<file path="src/hw/ppu_settings.svh">
// Widths, thresholds and register map of the N64 post-processing front end
// Line thresholds assume whole frames; the colour path assumes 7-bit in, 8-bit out
`ifndef PPU_SETTINGS_SVH
`define PPU_SETTINGS_SVH

// Video bus and colour widths
`define PPU_VD_W            7
`define PPU_CIN_W           7
`define PPU_COUT_W          8

// Line counting
`define PPU_LINE_W          10
`define PPU_PAL_LINES       288
`define PPU_MIN_LINES       200

// Idle cycles on nVDSYNC before the input counts as lost
`define PPU_NOSYNC_TIMEOUT  1024

// AXI4-Lite bus
`define PPU_AXI_AW          8
`define PPU_AXI_DW          32
`define PPU_RESP_OKAY       2'b00
`define PPU_RESP_SLVERR     2'b10

// Register map
`define PPU_ADDR_CONFIG     8'h00
`define PPU_ADDR_STATUS     8'h04
`define PPU_ADDR_LINES      8'h08

`endif

</file>
<file path="src/hw/n64_ppu_pkg.sv">
// Packed types shared by the front end and its testbench
// Field order sets the bit layout; sync flags follow the VD[3:0] order
`include "ppu_settings.svh"

package n64_ppu_pkg;

  // Sync nibble, VD bit 3 down to bit 0, all active low
  typedef struct packed {
    logic vsync_n;
    logic clamp_n;
    logic hsync_n;
    logic csync_n;
  } n64_sync_t;

  typedef struct packed {
    logic [`PPU_CIN_W-1:0] r;
    logic [`PPU_CIN_W-1:0] g;
    logic [`PPU_CIN_W-1:0] b;
  } rgb21_t;

  // Pixel as collected from the video bus
  typedef struct packed {
    n64_sync_t sync;
    rgb21_t    rgb;
  } n64_pixel_t;

  // Pixel after colour post-processing
  typedef struct packed {
    n64_sync_t              sync;
    logic [`PPU_COUT_W-1:0] r;
    logic [`PPU_COUT_W-1:0] g;
    logic [`PPU_COUT_W-1:0] b;
  } ppu_pixel_t;

  typedef struct packed {
    logic                   detected;
    logic                   pal;
    logic                   interlaced;
    logic [`PPU_LINE_W-1:0] lines;
  } vinfo_t;

  // Same layout as CONFIG bits 2:0
  // gamma 0 and 3 identity, 1 brighten, 2 darken
  typedef struct packed {
    logic       mode16;
    logic [1:0] gamma;
  } ppu_cfg_t;

  typedef struct packed {
    logic                     awvalid;
    logic [`PPU_AXI_AW-1:0]   awaddr;
    logic                     wvalid;
    logic [`PPU_AXI_DW-1:0]   wdata;
    logic [`PPU_AXI_DW/8-1:0] wstrb;
    logic                     bready;
    logic                     arvalid;
    logic [`PPU_AXI_AW-1:0]   araddr;
    logic                     rready;
  } axil_req_t;

  typedef struct packed {
    logic                   awready;
    logic                   wready;
    logic                   bvalid;
    logic [1:0]             bresp;
    logic                   arready;
    logic                   rvalid;
    logic [`PPU_AXI_DW-1:0] rdata;
    logic [1:0]             rresp;
  } axil_rsp_t;

endpackage

</file>
<file path="src/hw/color_post.sv">
// One registered stage; cfg_i is taken as is, so it must only change between frames
// Gamma is a simple three-way rule rather than a table
`timescale 1ns/10ps
`include "ppu_settings.svh"

module color_post (
  input  logic                    N64_CLK_i,
  input  logic                    arst_n_i,
  input  n64_ppu_pkg::ppu_cfg_t   cfg_i,
  input  logic                    pix_valid_i,
  input  n64_ppu_pkg::n64_pixel_t pix_i,
  output logic                    pix_valid_o,
  output n64_ppu_pkg::ppu_pixel_t pix_o
);

  localparam logic [`PPU_COUT_W-1:0] FULL_SCALE = {`PPU_COUT_W{1'b1}};

  // 16-bit mask, MSB replication, then gamma
  function automatic logic [`PPU_COUT_W-1:0] post_channel(
    input logic [`PPU_CIN_W-1:0] c_in,
    input n64_ppu_pkg::ppu_cfg_t cfg
  );
    logic [`PPU_CIN_W-1:0]  c7;
    logic [`PPU_COUT_W-1:0] c8;
    logic [`PPU_COUT_W-1:0] c_out;
    c7 = c_in;
    if (cfg.mode16) begin
      c7[1:0] = 2'b00;
    end
    c8 = {c7, c7[`PPU_CIN_W-1]};
    case (cfg.gamma)
      2'd1:    c_out = c8 + ((FULL_SCALE - c8) >> 2);  // brighten never exceeds full scale
      2'd2:    c_out = c8 - (c8 >> 2);
      default: c_out = c8;
    endcase
    return c_out;
  endfunction

  always_ff @(posedge N64_CLK_i or negedge arst_n_i) begin
    if (!arst_n_i) begin
      pix_valid_o <= 1'b0;
    end else begin
      pix_valid_o <= pix_valid_i;
    end
  end

  always_ff @(posedge N64_CLK_i) begin
    if (pix_valid_i) begin
      pix_o.sync <= pix_i.sync;
      pix_o.r    <= post_channel(pix_i.rgb.r, cfg_i);
      pix_o.g    <= post_channel(pix_i.rgb.g, cfg_i);
      pix_o.b    <= post_channel(pix_i.rgb.b, cfg_i);
    end
  end

  // Every input pixel leaves one cycle later with known colour and sync
  a_latency: assert property (@(posedge N64_CLK_i) disable iff (!arst_n_i)
    pix_valid_i |=> pix_valid_o && !$isunknown(pix_o))
    else $error("pixel not delivered one cycle after its input");

endmodule

</file>
<file path="src/hw/n64_ppu_top.sv">
// N64-side front end in the single N64 clock domain
// Pixels leave 2 cycles after their blue word; no back-pressure on video
`timescale 1ns/10ps
`include "ppu_settings.svh"

module n64_ppu_top (
  input  logic                    N64_CLK_i,
  input  logic                    arst_n_i,
  input  logic                    nvdsync_i,
  input  logic [`PPU_VD_W-1:0]    vd_i,
  input  n64_ppu_pkg::axil_req_t  axil_req_i,
  output n64_ppu_pkg::axil_rsp_t  axil_rsp_o,
  output logic                    pix_valid_o,
  output n64_ppu_pkg::ppu_pixel_t pix_o
);

  n64_ppu_pkg::vinfo_t     vinfo;
  logic                    frame_start;
  n64_ppu_pkg::ppu_cfg_t   cfg;
  logic                    dmx_valid;
  n64_ppu_pkg::n64_pixel_t dmx_pix;

  // ========================================
  // Input side
  // ========================================

  n64_vinfo_detect u_vinfo (
    .N64_CLK_i     (N64_CLK_i),
    .arst_n_i      (arst_n_i),
    .nvdsync_i     (nvdsync_i),
    .vd_sync_i     (n64_ppu_pkg::n64_sync_t'(vd_i[3:0])),
    .vinfo_o       (vinfo),
    .frame_start_o (frame_start)
  );

  n64_vdemux u_vdemux (
    .N64_CLK_i   (N64_CLK_i),
    .arst_n_i    (arst_n_i),
    .nvdsync_i   (nvdsync_i),
    .vd_i        (vd_i),
    .pix_valid_o (dmx_valid),
    .pix_o       (dmx_pix)
  );

  // ========================================
  // Colour path and registers
  // ========================================

  color_post u_color (
    .N64_CLK_i   (N64_CLK_i),
    .arst_n_i    (arst_n_i),
    .cfg_i       (cfg),
    .pix_valid_i (dmx_valid),
    .pix_i       (dmx_pix),
    .pix_valid_o (pix_valid_o),
    .pix_o       (pix_o)
  );

  ppu_axil_regs u_regs (
    .N64_CLK_i     (N64_CLK_i),
    .arst_n_i      (arst_n_i),
    .axil_req_i    (axil_req_i),
    .axil_rsp_o    (axil_rsp_o),
    .vinfo_i       (vinfo),
    .frame_start_i (frame_start),
    .cfg_o         (cfg)
  );

endmodule

</file>
<file path="src/hw/n64_vdemux.sv">
// Supports only the plain four-word pattern: sync, red, green, blue
// A sync word in mid-pixel drops the partial pixel
`timescale 1ns/10ps
`include "ppu_settings.svh"

module n64_vdemux (
  input  logic                    N64_CLK_i,
  input  logic                    arst_n_i,
  input  logic                    nvdsync_i,
  input  logic [`PPU_VD_W-1:0]    vd_i,
  output logic                    pix_valid_o,
  output n64_ppu_pkg::n64_pixel_t pix_o
);

  typedef enum logic [1:0] {
    PH_IDLE,
    PH_RED,
    PH_GREEN,
    PH_BLUE
  } phase_e;

  phase_e                 phase_q;
  n64_ppu_pkg::n64_sync_t sync_q;
  logic [`PPU_CIN_W-1:0]  red_q;
  logic [`PPU_CIN_W-1:0]  green_q;

  // ========================================
  // Word phase FSM
  // ========================================

  always_ff @(posedge N64_CLK_i or negedge arst_n_i) begin
    if (!arst_n_i) begin
      phase_q     <= PH_IDLE;
      pix_valid_o <= 1'b0;
    end else begin
      pix_valid_o <= 1'b0;
      if (!nvdsync_i) begin
        phase_q <= PH_RED;
      end else begin
        case (phase_q)
          PH_RED:   phase_q <= PH_GREEN;
          PH_GREEN: phase_q <= PH_BLUE;
          PH_BLUE: begin
            phase_q     <= PH_IDLE;
            pix_valid_o <= 1'b1;
          end
          default:  phase_q <= PH_IDLE;
        endcase
      end
    end
  end

  // ========================================
  // Colour word capture
  // ========================================

  always_ff @(posedge N64_CLK_i) begin
    if (!nvdsync_i) begin
      sync_q <= n64_ppu_pkg::n64_sync_t'(vd_i[3:0]);
    end else begin
      case (phase_q)
        PH_RED:   red_q   <= vd_i[`PPU_CIN_W-1:0];
        PH_GREEN: green_q <= vd_i[`PPU_CIN_W-1:0];
        PH_BLUE: begin
          // Blue goes straight into the output word
          pix_o.sync  <= sync_q;
          pix_o.rgb.r <= red_q;
          pix_o.rgb.g <= green_q;
          pix_o.rgb.b <= vd_i[`PPU_CIN_W-1:0];
        end
        default: ;
      endcase
    end
  end

  // Pixels cannot come closer than one full word pattern
  a_pix_spacing: assert property (@(posedge N64_CLK_i) disable iff (!arst_n_i)
    pix_valid_o |=> !pix_valid_o [*3])
    else $error("pixels closer than 4 cycles");

endmodule

</file>
<file path="src/hw/n64_vinfo_detect.sv">
// Counts hsync falls per frame from the sync words; the first frame is partial
// Interlace is inferred from alternating line counts only
`timescale 1ns/10ps
`include "ppu_settings.svh"

module n64_vinfo_detect (
  input  logic                   N64_CLK_i,
  input  logic                   arst_n_i,
  input  logic                   nvdsync_i,
  input  n64_ppu_pkg::n64_sync_t vd_sync_i,
  output n64_ppu_pkg::vinfo_t    vinfo_o,
  output logic                   frame_start_o
);

  localparam int IDLE_W = $clog2(`PPU_NOSYNC_TIMEOUT + 1);

  n64_ppu_pkg::n64_sync_t sync_q;
  logic [`PPU_LINE_W-1:0] line_cnt_q;
  logic [IDLE_W-1:0]      idle_cnt_q;
  logic                   prev_ok_q;
  logic                   sync_word;
  logic                   vs_fall;
  logic                   hs_fall;
  logic                   timed_out;

  assign sync_word = ~nvdsync_i;
  assign vs_fall   = sync_word & sync_q.vsync_n & ~vd_sync_i.vsync_n;
  assign hs_fall   = sync_word & sync_q.hsync_n & ~vd_sync_i.hsync_n;
  assign timed_out = (idle_cnt_q == IDLE_W'(`PPU_NOSYNC_TIMEOUT));

  // ========================================
  // Lost input watchdog
  // ========================================

  always_ff @(posedge N64_CLK_i or negedge arst_n_i) begin
    if (!arst_n_i) begin
      idle_cnt_q <= '0;
    end else if (sync_word) begin
      idle_cnt_q <= '0;
    end else if (!timed_out) begin
      idle_cnt_q <= idle_cnt_q + 1'b1;
    end
  end

  // ========================================
  // Line count and frame evaluation
  // ========================================

  always_ff @(posedge N64_CLK_i or negedge arst_n_i) begin
    if (!arst_n_i) begin
      sync_q        <= '1;
      line_cnt_q    <= '0;
      prev_ok_q     <= 1'b0;
      vinfo_o       <= '0;
      frame_start_o <= 1'b0;
    end else begin
      frame_start_o <= vs_fall;

      // Forget the last sync state once the input is gone
      if (sync_word) begin
        sync_q <= vd_sync_i;
      end else if (timed_out) begin
        sync_q <= '1;
      end

      if (vs_fall) begin
        vinfo_o.lines      <= line_cnt_q;
        vinfo_o.pal        <= (line_cnt_q > `PPU_PAL_LINES);
        vinfo_o.detected   <= (line_cnt_q >= `PPU_MIN_LINES);
        // Needs a full previous frame to compare against
        vinfo_o.interlaced <= prev_ok_q & (line_cnt_q != vinfo_o.lines);
        prev_ok_q          <= (line_cnt_q >= `PPU_MIN_LINES);
        // Line 0 of the new frame starts here as well
        line_cnt_q         <= hs_fall ? `PPU_LINE_W'(1) : '0;
      end else if (hs_fall) begin
        if (line_cnt_q != '1) begin
          line_cnt_q <= line_cnt_q + 1'b1;
        end
      end else if (timed_out) begin
        vinfo_o.detected <= 1'b0;
        prev_ok_q        <= 1'b0;
        line_cnt_q       <= '0;
      end
    end
  end

endmodule

</file>
<file path="src/hw/ppu_axil_regs.sv">
// AXI4-Lite slave, one outstanding transfer per direction
// CONFIG reads back at once but reaches the colour path only at the next frame start
`timescale 1ns/10ps
`include "ppu_settings.svh"

module ppu_axil_regs (
  input  logic                   N64_CLK_i,
  input  logic                   arst_n_i,
  input  n64_ppu_pkg::axil_req_t axil_req_i,
  output n64_ppu_pkg::axil_rsp_t axil_rsp_o,
  input  n64_ppu_pkg::vinfo_t    vinfo_i,
  input  logic                   frame_start_i,
  output n64_ppu_pkg::ppu_cfg_t  cfg_o
);

  localparam int CFG_W = $bits(n64_ppu_pkg::ppu_cfg_t);

  n64_ppu_pkg::ppu_cfg_t  cfg_q;
  n64_ppu_pkg::ppu_cfg_t  cfg_active_q;
  logic                   wr_accept;
  logic                   wr_ok;
  logic                   rd_accept;
  logic                   rd_ok;
  logic                   bvalid_q;
  logic [1:0]             bresp_q;
  logic                   rvalid_q;
  logic [1:0]             rresp_q;
  logic [`PPU_AXI_DW-1:0] rdata_n;
  logic [`PPU_AXI_DW-1:0] rdata_q;

  // ========================================
  // Handshake and decode
  // ========================================

  assign wr_accept = axil_req_i.awvalid & axil_req_i.wvalid & ~bvalid_q;
  assign rd_accept = axil_req_i.arvalid & ~rvalid_q;

  // Only CONFIG is writable, and only through its low byte lane
  assign wr_ok = (axil_req_i.awaddr == `PPU_ADDR_CONFIG) & axil_req_i.wstrb[0];

  always_comb begin
    rdata_n = '0;
    rd_ok   = 1'b1;
    case (axil_req_i.araddr)
      `PPU_ADDR_CONFIG: rdata_n[CFG_W-1:0] = cfg_q;
      `PPU_ADDR_STATUS: begin
        rdata_n[0] = vinfo_i.detected;
        rdata_n[1] = vinfo_i.pal;
        rdata_n[2] = vinfo_i.interlaced;
      end
      `PPU_ADDR_LINES:  rdata_n[`PPU_LINE_W-1:0] = vinfo_i.lines;
      default:          rd_ok = 1'b0;
    endcase
  end

  always_comb begin
    axil_rsp_o.awready = wr_accept;
    axil_rsp_o.wready  = wr_accept;
    axil_rsp_o.bvalid  = bvalid_q;
    axil_rsp_o.bresp   = bresp_q;
    axil_rsp_o.arready = rd_accept;
    axil_rsp_o.rvalid  = rvalid_q;
    axil_rsp_o.rdata   = rdata_q;
    axil_rsp_o.rresp   = rresp_q;
  end

  // ========================================
  // Registers and response state
  // ========================================

  always_ff @(posedge N64_CLK_i or negedge arst_n_i) begin
    if (!arst_n_i) begin
      bvalid_q     <= 1'b0;
      rvalid_q     <= 1'b0;
      cfg_q        <= '0;
      cfg_active_q <= '0;
    end else begin
      if (wr_accept) begin
        bvalid_q <= 1'b1;
      end else if (axil_req_i.bready) begin
        bvalid_q <= 1'b0;
      end

      if (rd_accept) begin
        rvalid_q <= 1'b1;
      end else if (axil_req_i.rready) begin
        rvalid_q <= 1'b0;
      end

      if (wr_accept && wr_ok) begin
        cfg_q <= n64_ppu_pkg::ppu_cfg_t'(axil_req_i.wdata[CFG_W-1:0]);
      end

      // Shadow copy switches only between frames
      if (frame_start_i) begin
        cfg_active_q <= cfg_q;
      end
    end
  end

  always_ff @(posedge N64_CLK_i) begin
    if (wr_accept) begin
      bresp_q <= wr_ok ? `PPU_RESP_OKAY : `PPU_RESP_SLVERR;
    end
    if (rd_accept) begin
      rdata_q <= rdata_n;
      rresp_q <= rd_ok ? `PPU_RESP_OKAY : `PPU_RESP_SLVERR;
    end
  end

  assign cfg_o = cfg_active_q;

  // Responses stay put until the master takes them
  a_bvalid_hold: assert property (@(posedge N64_CLK_i) disable iff (!arst_n_i)
    bvalid_q && !axil_req_i.bready |=> bvalid_q && $stable(bresp_q))
    else $error("write response changed before bready");

  a_rvalid_hold: assert property (@(posedge N64_CLK_i) disable iff (!arst_n_i)
    rvalid_q && !axil_req_i.rready |=> rvalid_q && $stable(rdata_q) && $stable(rresp_q))
    else $error("read response changed before rready");

endmodule

</file>
<file path="config.mk">
export PLATFORM = sky130hd
export DESIGN_NAME = n64_ppu_top
export DESIGN_NICKNAME = d
export VERILOG_FILES = /design/src/hw/n64_ppu_pkg.sv /design/src/hw/color_post.sv /design/src/hw/n64_ppu_top.sv /design/src/hw/n64_vdemux.sv /design/src/hw/n64_vinfo_detect.sv /design/src/hw/ppu_axil_regs.sv
export VERILOG_INCLUDE_DIRS = /design/src /design/src/hw
export SDC_FILE = /design/constraint.sdc
export NUM_CORES = 1
export LEC_CHECK = 0
export BUFFER_PORTS_ARGS = -buffer_cell sky130_fd_sc_hd__buf_2
export CAP_MARGIN = 10
export CORE_AREA = 10 10 139 141
export DETAILED_ROUTE_END_ITERATION = 16
export DIE_AREA = 0 0 149 151
export GPL_TIMING_DRIVEN = 0
export PLACE_DENSITY = 0.73
export SYNTH_ARGS = -nofsm -noshare
export SYNTH_HDL_FRONTEND = slang
export SYNTH_SLANG_ARGS = --single-unit
</file>
<file path="constraint.sdc">
create_clock -name N64_CLK_i -period 4.42 [get_ports N64_CLK_i]
set_clock_uncertainty 0.15 [all_clocks]
set_input_delay 1.105 -clock N64_CLK_i [delete_from_list [all_inputs] [get_ports N64_CLK_i]]
set_output_delay 1.105 -clock N64_CLK_i [all_outputs]
set_load 0.05 [all_outputs]
</file>
==> results of run 1 <==
[how the worst max path moves through the flow]
stage                        to            start  cells after the start  slack, ns
3_5_place_dp     axil_rsp_o[35]    axil_req_i[9]                      4       0.66
6_report         axil_rsp_o[35]    axil_req_i[9]                      4       0.70
3_3_place_gp     axil_rsp_o[35]    axil_req_i[9]                      4       0.70
4_1_cts          axil_rsp_o[35]    axil_req_i[9]                      4       0.69
2_1_floorplan    axil_rsp_o[35]    axil_req_i[9]                      2       1.16
5_1_grt        u_color.pix_o[7]  u_regs.cfg_o[0]                     13       0.47
[cell families (layout without fill, tap and decap cells)]
family          Yosys count  after routing
simple gates            211            211
flops                   132            132
compound gates           97             97
buf+inv                  78            190
xor+xnor                 54             54
fa+ha+maj                29             29
mux                      18             18
other cells               1             25
[flip-flops by register name (all words and copies together), names as in the netlist, 2 cells and up]
signal              flops
u_color.pix_o          28
u_regs.cfg_o            3
u_regs.cfg_q            3
u_regs.rdata_q         10
u_vdemux.green_q        7
u_vdemux.phase_q        2
u_vdemux.pix_o         25
u_vdemux.red_q          7
u_vdemux.sync_q         4
u_vinfo.idle_cnt_q     11
u_vinfo.line_cnt_q     10
u_vinfo.sync_q          2
u_vinfo.vinfo_o        13
[critical path, cell delays in order]
cell and delay (ns):
buf_2 0.08, nor2b_1 0.79, buf_4 0.23, buf_2 0.26
[power breakdown]
group          internal [mW]  switching [mW]  leakage (nW)
Clock                  0.884           0.543         0.292
Combinational          0.137           0.275          1.84
Sequential              1.38          0.0405          1.42
Total                   2.40           0.859          3.56
[cells in the mapped netlist, types with 5 or more instances]
master	n
mux2i_1	9
o22ai_1	6
and3_1	8
clkbuf_1	17
nand2_1	66
xnor2_1	32
edfxtp_1	83
xor2_1	22
and2_1	13
nor2b_1	16
dfrtp_1	47
nand3_1	12
inv_1	25
o21ai_0	30
nor3_1	8
buf_4	30
nand2b_1	8
ha_1	26
mux2_2	9
nor2_1	56
a21oi_1	19
a211oi_1	5
[stage by stage]
step	setup WS, ns	total power [mW]	cell area, um^2	hold slack [ns]	util, %
2_1_floorplan	1.156	1.750	6933	0.2503	-
3_3_place_gp	0.7008	1.843	7604	0.2505	46.18
3_5_place_dp	0.6610	1.850	7604	0.2545	46.18
4_1_cts	0.6904	3.290	8212	0.2688	49.87
5_1_grt	0.4741	3.401	8239	0.2758	50.04
6_report	0.7000	3.258	8242	0.2626	50.05
[final cells by class]
type	instances	share of cell area (%)
plain buffers	53	3.856
multi-input cells	433	33.98
clock inverters	13	1.746
diodes	1	0.03036
clock buffers	19	5.632
well taps	220	3.340
repair buffers	80	5.131
flip-flops and latches	132	45.15
inverters	25	1.139
[layer usage]
layer | wire length (um) | vias up | share of wire (%)
li1 | - | 2384 | -
met1 | 5881 | 2242 | 42
met2 | 7303 | 102 | 52
met3 | 700 | 20 | 5.0
met4 | 165 | 4 | 1.2
met5 | 31 | - | 0.22
[layout by cell type (no fill, tap or decap), drive strengths merged, types with 26 or more instances in the layout]
master / netlist / layout
buf: 35 / 115
dfrtp: 47 / 47
ha: 26 / 26
nand2: 66 / 66
nor2: 56 / 56
edfxtp: 83 / 83
clkbuf: 18 / 37
inv: 25 / 30
o21ai: 31 / 31
xnor2: 32 / 32
==> results.json, run 1 <==
{
  "status": "finished clean",
  "grt_first_pass_wirelength_mm": 22.99,
  "final-max-slew-violation-count": 0,
  "ys.flop_type": "edfxtp_1",
  "synth_adder_area_share_pct": 5.629,
  "die_w_um": 149,
  "synth_top_area_share_pct": 36.40,
  "rsz0062_at_grt": "false",
  "path_class": "input pin to output pin",
  "end_kind": "output pin",
  "p_leak_nw": 3.555,
  "vias": 4752,
  "cts.sinks": 132,
  "syn-cell-area_um2": 6847,
  "synthMuxAreaShare_pct": 2.796,
  "grt_max_degree": 50,
  "cts_hold_buf": 0,
  "rr_worst_depth": 13,
  "grt_overflow": 0,
  "synthCells": 620,
  "synth-simple-area-share_pct": 14.78,
  "grt_pass1_vias": 4629,
  "cts_resized": 0,
  "dpl.cell_count": 942,
  "multi_input_area_um2": 2800,
  "fmax_mhz": 268.8,
  "numPortBuffers": 79,
  "gp_congestion": 0.8157,
  "netlist-cell-type-count": 59,
  "totalWireLength_mm": 14.08,
  "synth-compound-area-share_pct": 9.466,
  "synth_top_cell_by_area": "edfxtp_1",
  "yosys-top-cells-area": "edfxtp_1 36%, dfrtp_1 17%, ha_1 4.8%",
  "grt_util_met1_pct": 14.66,
  "crit_arrival_ns": 2.47,
  "synth_xor_area_share_pct": 6.908,
  "start_kind": "input pin",
  "antenna_left": 0,
  "clk-insertion-delay-late_ns": 0.42,
  "avgViaCountPerCell": 4.869,
  "antenna_found_initial": 3,
  "critical_path.max_fanout": 12,
  "layout.nets": 838,
  "synth-edff-count": 83,
  "drtIter0Drc": 283,
  "layout-drive-gt1-share_pct": 22.52,
  "grt_util_met2_pct": 21.71,
  "fin_crit_ns": 3.720,
  "r2r_end": "u_color.pix_o[15]",
  "slew_headroom_pct": 23.92,
  "fp.dieArea_um2": 22500,
  "ir_worst_vdd_mv": 0.2998,
  "rows": 47,
  "initial_core_util_pct": 41.58,
  "cts_made_buffers": 17,
  "use_met3_pct": 3.878,
  "async_flop_share_pct": 37.12,
  "num_io_pins": 137,
  "nFillCells": 1496,
  "hp-start": "u_vdemux.green_q[0]",
  "wire_per_inst_um": 14.43,
  "critical_path_required_ns": 3.16,
  "rrSetupSlack_ns": 0.78,
  "synth_top_family_by_area": "simple AND/OR/NAND/NOR gates",
  "drc": 0,
  "cts_buffer_depth": 2,
  "post-cts-setup-buffers": 0,
  "hold-path-cell-count": 0,
  "hp-class": "flip-flop to flip-flop",
  "grt_usage_pct": 12.71,
  "core_area_um2": 16470,
  "syn_area_per_cell_um2": 11.04,
  "r2r_start": "u_regs.cfg_o[0]",
  "instances_no_fill": 976,
  "setup_viol": 0,
  "yosysSeqAreaShare_pct": 54.35,
  "drv_cap": 0,
  "cts_root_buffer": "clkbuf_16",
  "cts_tree": "built",
  "holdPathEnd": "u_vdemux.pix_o[7]",
  "drt_pass1_iterations": 5,
  "area_delta_synth_final_pct": 20.38,
  "ys.warnings.count": 0,
  "finalCritPeriodShare_pct": 84.16,
  "ff_latch_area_um2": 3721,
  "hold_viol": 0,
  "busiest_layer": "met2",
  "die_y_um": 151,
  "ctsHtreeMaxLevel": 4,
  "worst_pin_slew_ns": 1.141,
  "finalSetupTns_ns": 0,
  "power_density_nw_per_um2": 395.3,
  "dp.final_hpwl_mm": 10.12,
  "clk_pin_slew_ns": 0.05,
  "synth-seq-cells": 132
}
No activity file was read; power rests on OpenSTA's default activity.
==> run 2: changes to the inputs <==
- ABC_AREA: default -> 1
- CORE_AREA: 10 10 139 141 -> 10 10 140 142
- DIE_AREA: 0 0 149 151 -> 0 0 150 152
- PLACE_DENSITY: 0.73 -> 0.75
- clock period: 4.42 -> 3.35 ns (I/O delays scaled with it)
==> run 2 against run 1 <==
Sequential power increased by 31%; sequential cell count unchanged; area after synthesis increased by 1.8%; register-to-register slack got worse by 0.53 ns.
==> results.json, run 2 <==
{
  "status": "finished clean",
  "p_sw_mw": 1.105,
  "p_clk_share_pct": 42.5,
  "async_flop_share_pct": 37.12,
  "crit_arrival_ns": 3.11,
  "cp.depth": 14,
  "grt_usage_pct": 13.48,
  "synth.top_cells.by_count": "160 x nand2_1, 103 x inv_1, 83 x edfxtp_1, 51 x o21ai_0, 47 x dfrtp_1",
  "totalWireLength_mm": 14.85,
  "reg_top3": "u_color.pix_o x28, u_vdemux.pix_o x25, u_vinfo.vinfo_o x13",
  "final-max-slew-violation-count": 0,
  "netlist-cell-type-count": 45,
  "synth_top_area_share_pct": 35.78,
  "grt_overflow": 0,
  "power_frac_comb_pct": 12.5,
  "die_w_um": 150,
  "drt_pass1_iterations": 6,
  "slowest_delay_ns": 0.38,
  "synth_top_cell_by_area": "edfxtp_1",
  "area_delta_synth_final_pct": 19.40,
  "crit_path_frequent_cell": "nand2_1",
  "ir_worst_vdd_mv": 0.3728,
  "path_cells": "ha_1 -> inv_1 -> buf_4 -> nand4_2 -> nor2_1 -> nand2_1 -> xor2_1 -> ha_1 -> nand2_1 -> nor2_1 -> a211oi_1 -> nand2_1 -> o21ai_0 -> nand2_1",
  "synthCells": 746,
  "fp.dieArea_um2": 22800,
  "gp_congestion": 0.8708,
  "yosys-top-cells-area": "edfxtp_1 36%, dfrtp_1 17%, nand2_1 8.6%",
  "ff_latch_area_um2": 3721,
  "syn_area_per_cell_um2": 9.339,
  "instances_no_fill": 1107,
  "slew_headroom_pct": 19.41,
  "antenna_left": 0,
  "final_cell_mix": "160 x nand2_1, 103 x inv_1, 83 x edfxtp_1",
  "clk_pin_slew_ns": 0.06,
  "p_seq_share_pct": 45.0,
  "core_area_um2": 16940,
  "yosysMostFrequentCell": "nand2_1",
  "layout-drive-gt1-share_pct": 19.73,
  "dp.final_hpwl_mm": 11.10,
  "rsz0062_at_grt": "false",
  "path_buf_inv": 2,
  "avgViaCountPerCell": 4.782,
  "regMostFlops": "u_color.pix_o",
  "layout.nets": 965,
  "yosysSeqAreaShare_pct": 53.41,
  "numPortBuffers": 80,
  "critical_path_required_ns": 3.36,
  "ys.warnings.count": 0,
  "finalSetupTns_ns": 0,
  "cts.sinks": 132,
  "rr_worst_depth": 14,
  "drc": 0,
  "synth-seq-cells": 132,
  "rows": 48,
  "drv_cap": 0,
  "fmax_mhz": 322.3,
  "critical_path.max_fanout": 10,
  "setup_viol": 0,
  "nFillCells": 1585,
  "cts_tree": "built",
  "post-cts-setup-buffers": 0,
  "layout_commonest_cell": "nand2_1",
  "cts_made_buffers": 17,
  "antenna_found_initial": 0,
  "num_io_pins": 137,
  "grt_first_pass_wirelength_mm": 25.04,
  "grt_max_degree": 50,
  "multi_input_area_um2": 2655,
  "total_power_mw": 4.128,
  "p_int_mw": 3.023,
  "cts_resized": 0,
  "drtIter0Drc": 318,
  "wire_per_inst_um": 13.41,
  "worst_pin_slew_ns": 1.209,
  "start_kind": "flip-flop",
  "hp-class": "input pin to async pin",
  "syn-cell-area_um2": 6967,
  "fin_crit_ns": 3.103,
  "dpl.cell_count": 1074,
  "end_kind": "flip-flop",
  "ctsHtreeMaxLevel": 4,
  "path_class": "flip-flop to flip-flop",
  "diodes": 0,
  "vias": 5294,
  "finalCritPeriodShare_pct": 92.63,
  "hold_viol": 0,
  "largest_reg_flops": 28,
  "cp_top_family": "simple AND/OR/NAND/NOR gates",
  "power_density_nw_per_um2": 496.2,
  "ys.flop_type": "edfxtp_1",
  "cts_root_buffer": "clkbuf_16",
  "die_y_um": 152,
  "cpMaxStageDelayCell": "dfrtp_1",
  "cts_buffer_depth": 2,
  "cts_hold_buf": 0,
  "p_leak_nw": 3.900,
  "grt_pass1_vias": 5164,
  "synth-edff-count": 83,
  "initial_core_util_pct": 41.13,
  "switching_share_pct": 26.76,
  "clk-insertion-delay-late_ns": 0.42
}
[run 2: cell count changes after synthesis, moves of 16 or more]
cell,previous run,this run
nand2_1,66,160
xnor2_1,32,3
o21ai_0,30,51
inv_1,25,103
nor2b_1,16,0
nand3_1,12,46
[run 2: through the flow]
step           util, %  worst slack (ns)  cell area [um^2]  hold WS, ns
2_1_floorplan        -            0.7175              7053       0.2503
3_3_place_gp     45.67            0.3992              7735       0.2509
3_5_place_dp     45.67            0.3608              7735       0.2545
4_1_cts          49.00            0.2666              8298       0.2641
5_1_grt          49.11           0.03183              8318       0.1276
6_report         49.11            0.2470              8318       0.1329
[run 2: kinds of logic after synthesis]
logic type	count (synthesis)	share of synthesized area, %
adder cells (fa/ha/maj)	29	5.532
buffers and inverters	147	9.716
AND/OR/NAND/NOR	313	20.42
multiplexers	1	0.1616
AO/OA/AOI/OAI	102	8.064
other	1	0.05383
XOR/XNOR	21	2.640
flip-flops	132	53.41
[run 2: path summary, 6_finish.rpt]
| check | startpoint | endpoint | slack [ns] |
|---|---|---|---|
| setup / recovery | u_regs.cfg_o[1] | u_color.pix_o[7] | 0.25 |
| hold / removal | arst_n_i | u_vinfo.line_cnt_q[4] | 0.13 |
| setup reg to reg | u_regs.cfg_o[1] | u_color.pix_o[7] | 0.25 |
| hold reg to reg | u_vdemux.sync_q[2] | u_vdemux.pix_o[23] | 0.26 |
| max in group asynchronous | arst_n_i | u_vinfo.sync_q[3] | 2.36 |
| min in group N64_CLK_i | u_vdemux.sync_q[2] | u_vdemux.pix_o[23] | 0.26 |
[run 2: power by group through the flow]
stage	sequential (mW)	clock [mW]	combinational, mW
after floorplan	1.95	0	0.321
after global placement	1.89	0	0.504
after detailed placement	1.89	0	0.513
after CTS	1.86	1.79	0.515
after global routing	1.87	1.87	0.571
final	1.86	1.75	0.516
[run 2: layer usage]
metal | routed length (um) | vias up | track usage [%]
met1 | 6009 | 2437 | 15.55
met2 | 7684 | 136 | 23.19
met4 | 273 | 0 | 4.676
li1 | - | 2689 | -
met5 | 0 | - | 0
met3 | 883 | 32 | 3.920
[run 2: layout make-up]
type | instances | area share (%)
flip-flops and latches | 132 | 44.74
multi-input cells | 490 | 31.92
clock buffers | 20 | 5.505
repair buffers | 81 | 5.054
inverters | 106 | 4.813
well taps | 225 | 3.384
plain buffers | 41 | 3.324
clock inverters | 12 | 1.264
==> run 3: changes to the inputs <==
- CTS_BUF_LIST: default -> sky130_fd_sc_hd__clkbuf_4 sky130_fd_sc_hd__clkbuf_8
==> run 3 against run 2 <==
Highest routed layer unchanged; sequential share of layout area increased by 0.98 points; clock power down 26%; via count fell by 1.2%; power is 11% lower; non-clock buffer count is the same; utilization down 1.1 points; worst setup slack improved by 0.019 ns.
==> results.json, run 3 (synthesis results as in run 2) <==
{
  "grt_overflow": 0,
  "fin_crit_ns": 3.084,
  "gp_congestion": 0.8708,
  "setup_viol": 0,
  "cts_hold_buf": 0,
  "core_area_um2": 16940,
  "end_kind": "flip-flop",
  "reg_top3": "u_color.pix_o x28, u_vdemux.pix_o x25, u_vinfo.vinfo_o x13",
  "final_cell_mix": "160 x nand2_1, 103 x inv_1, 83 x edfxtp_1",
  "grt_max_degree": 50,
  "antenna_left": 0,
  "cts_resized": 0,
  "power_density_nw_per_um2": 451.3,
  "drv_cap": 0,
  "worst_pin_slew_ns": 1.197,
  "diodes": 0,
  "ir_worst_vdd_mv": 0.2522,
  "final-max-slew-violation-count": 0,
  "cts_buffer_depth": 2,
  "vias": 5228,
  "drt_pass1_iterations": 5,
  "die_w_um": 150,
  "rsz0062_at_grt": "false",
  "regMostFlops": "u_color.pix_o",
  "clk-insertion-delay-late_ns": 0.45,
  "cts_root_buffer": "clkbuf_8",
  "largest_reg_flops": 28,
  "grt_usage_pct": 13.28,
  "rrSetupSlack_ns": 0.27,
  "cts_tree": "built",
  "p_leak_nw": 3.821,
  "worstSetupStartpoint": "u_regs.cfg_o[1]",
  "fin_util_pct": 48.06,
  "r2r_end": "u_color.pix_o[7]",
  "initial_core_util_pct": 41.13,
  "layout.nets": 965,
  "clk_pin_slew_ns": 0.08,
  "drc": 0,
  "fmax_mhz": 324.3,
  "crit_arrival_ns": 3.12,
  "rr_worst_depth": 14,
  "slew_headroom_pct": 20.21,
  "hp-class": "input pin to async pin",
  "antenna_found_initial": 0,
  "dp.final_hpwl_mm": 11.10,
  "finalCritPeriodShare_pct": 92.05,
  "start_kind": "flip-flop",
  "endpoint": "u_color.pix_o[7]",
  "drtIter0Drc": 299,
  "grt_pass1_vias": 5106,
  "critical_path_required_ns": 3.38,
  "nFillCells": 1601,
  "critical_path.max_fanout": 10,
  "wire_per_inst_um": 13.23,
  "path_class": "flip-flop to flip-flop",
  "multi_input_area_um2": 2655,
  "totalWireLength_mm": 14.65,
  "layout-drive-gt1-share_pct": 19.95,
  "fp.dieArea_um2": 22800,
  "post-cts-setup-buffers": 0,
  "cts_made_buffers": 17,
  "layout_commonest_cell": "nand2_1",
  "num_io_pins": 137,
  "status": "finished clean",
  "hold_viol": 0,
  "r2r_start": "u_regs.cfg_o[1]",
  "area_delta_synth_final_pct": 16.83,
  "ctsHtreeMaxLevel": 4,
  "die_y_um": 152,
  "ff_latch_area_um2": 3721,
  "grt_first_pass_wirelength_mm": 24.78,
  "avgViaCountPerCell": 4.723,
  "numPortBuffers": 80,
  "finalSetupTns_ns": 0,
  "cts.sinks": 132,
  "rows": 48
}
run 3: final cells by class:
cell class              instances  share of cell area (%)
plain buffers                  41                   3.397
clock buffers                  19                   3.059
clock inverters                13                   1.660
inverters                     106                   4.919
multi-input cells             490                   32.62
flip-flops and latches        132                   45.72
well taps                     225                   3.459
repair buffers                 81                   5.165
run 3: worst min path at each step:
| stage | startpoint | to | slack, ns | depth (start not counted) |
|---|---|---|---|---|
| finish | arst_n_i | u_vinfo.vinfo_o[9] | 0.09 | 1 |
| global route | arst_n_i | u_vinfo.vinfo_o[9] | 0.08 | 1 |
| CTS | u_vdemux.sync_q[2] | u_vdemux.pix_o[23] | 0.27 | 0 |
| detailed placement | u_vdemux.green_q[3] | u_vdemux.pix_o[10] | 0.25 | 0 |
| global placement | u_vdemux.red_q[6] | u_vdemux.pix_o[20] | 0.25 | 0 |
| floorplan | u_vdemux.pix_o[21] | u_color.pix_o[24] | 0.25 | 0 |
run 3: metal layers:
metal / global-route usage [%] / routed length (um) / up-vias
met5: 0 / 0 / -
met2: 22.85 / 7516 / 122
met1: 15.59 / 6053 / 2395
met4: 4.074 / 257 / 0
met3: 3.742 / 820 / 25
li1: - / - / 2686
run 3: power breakdown:
group | switching (mW) | total (mW) | internal [mW]
sequential | 0.0464 | 1.86 | 1.81
clock | 0.627 | 1.30 | 0.676
combinational | 0.366 | 0.515 | 0.148
total | 1.04 | 3.67 | 2.63
run 3: worst max-delay path: stages (launching register included):
cell and delay (ns):
dfrtp_1 0.39, ha_1 0.25, inv_1 0.13, buf_4 0.19
nand4_2 0.16, nor2_1 0.19, nand2_1 0.09, xor2_1 0.14
ha_1 0.36, nand2_1 0.11, nor2_1 0.06, a211oi_1 0.24
nand2_1 0.11, o21ai_0 0.19, nand2_1 0.08
run 3: through the flow:
stage	total power, mW	hold slack (ns)	worst slack (ns)	area (um^2)	std cells
final	3.674	0.09281	0.2662	8139	1107
after global routing	3.857	0.07618	0.02262	8139	1107
after CTS	3.709	0.2653	0.2670	8119	1106
after detailed placement	2.403	0.2545	0.3608	7735	1074
after global placement	2.391	0.2509	0.3992	7735	1074
after floorplan	2.270	0.2503	0.7175	7053	769
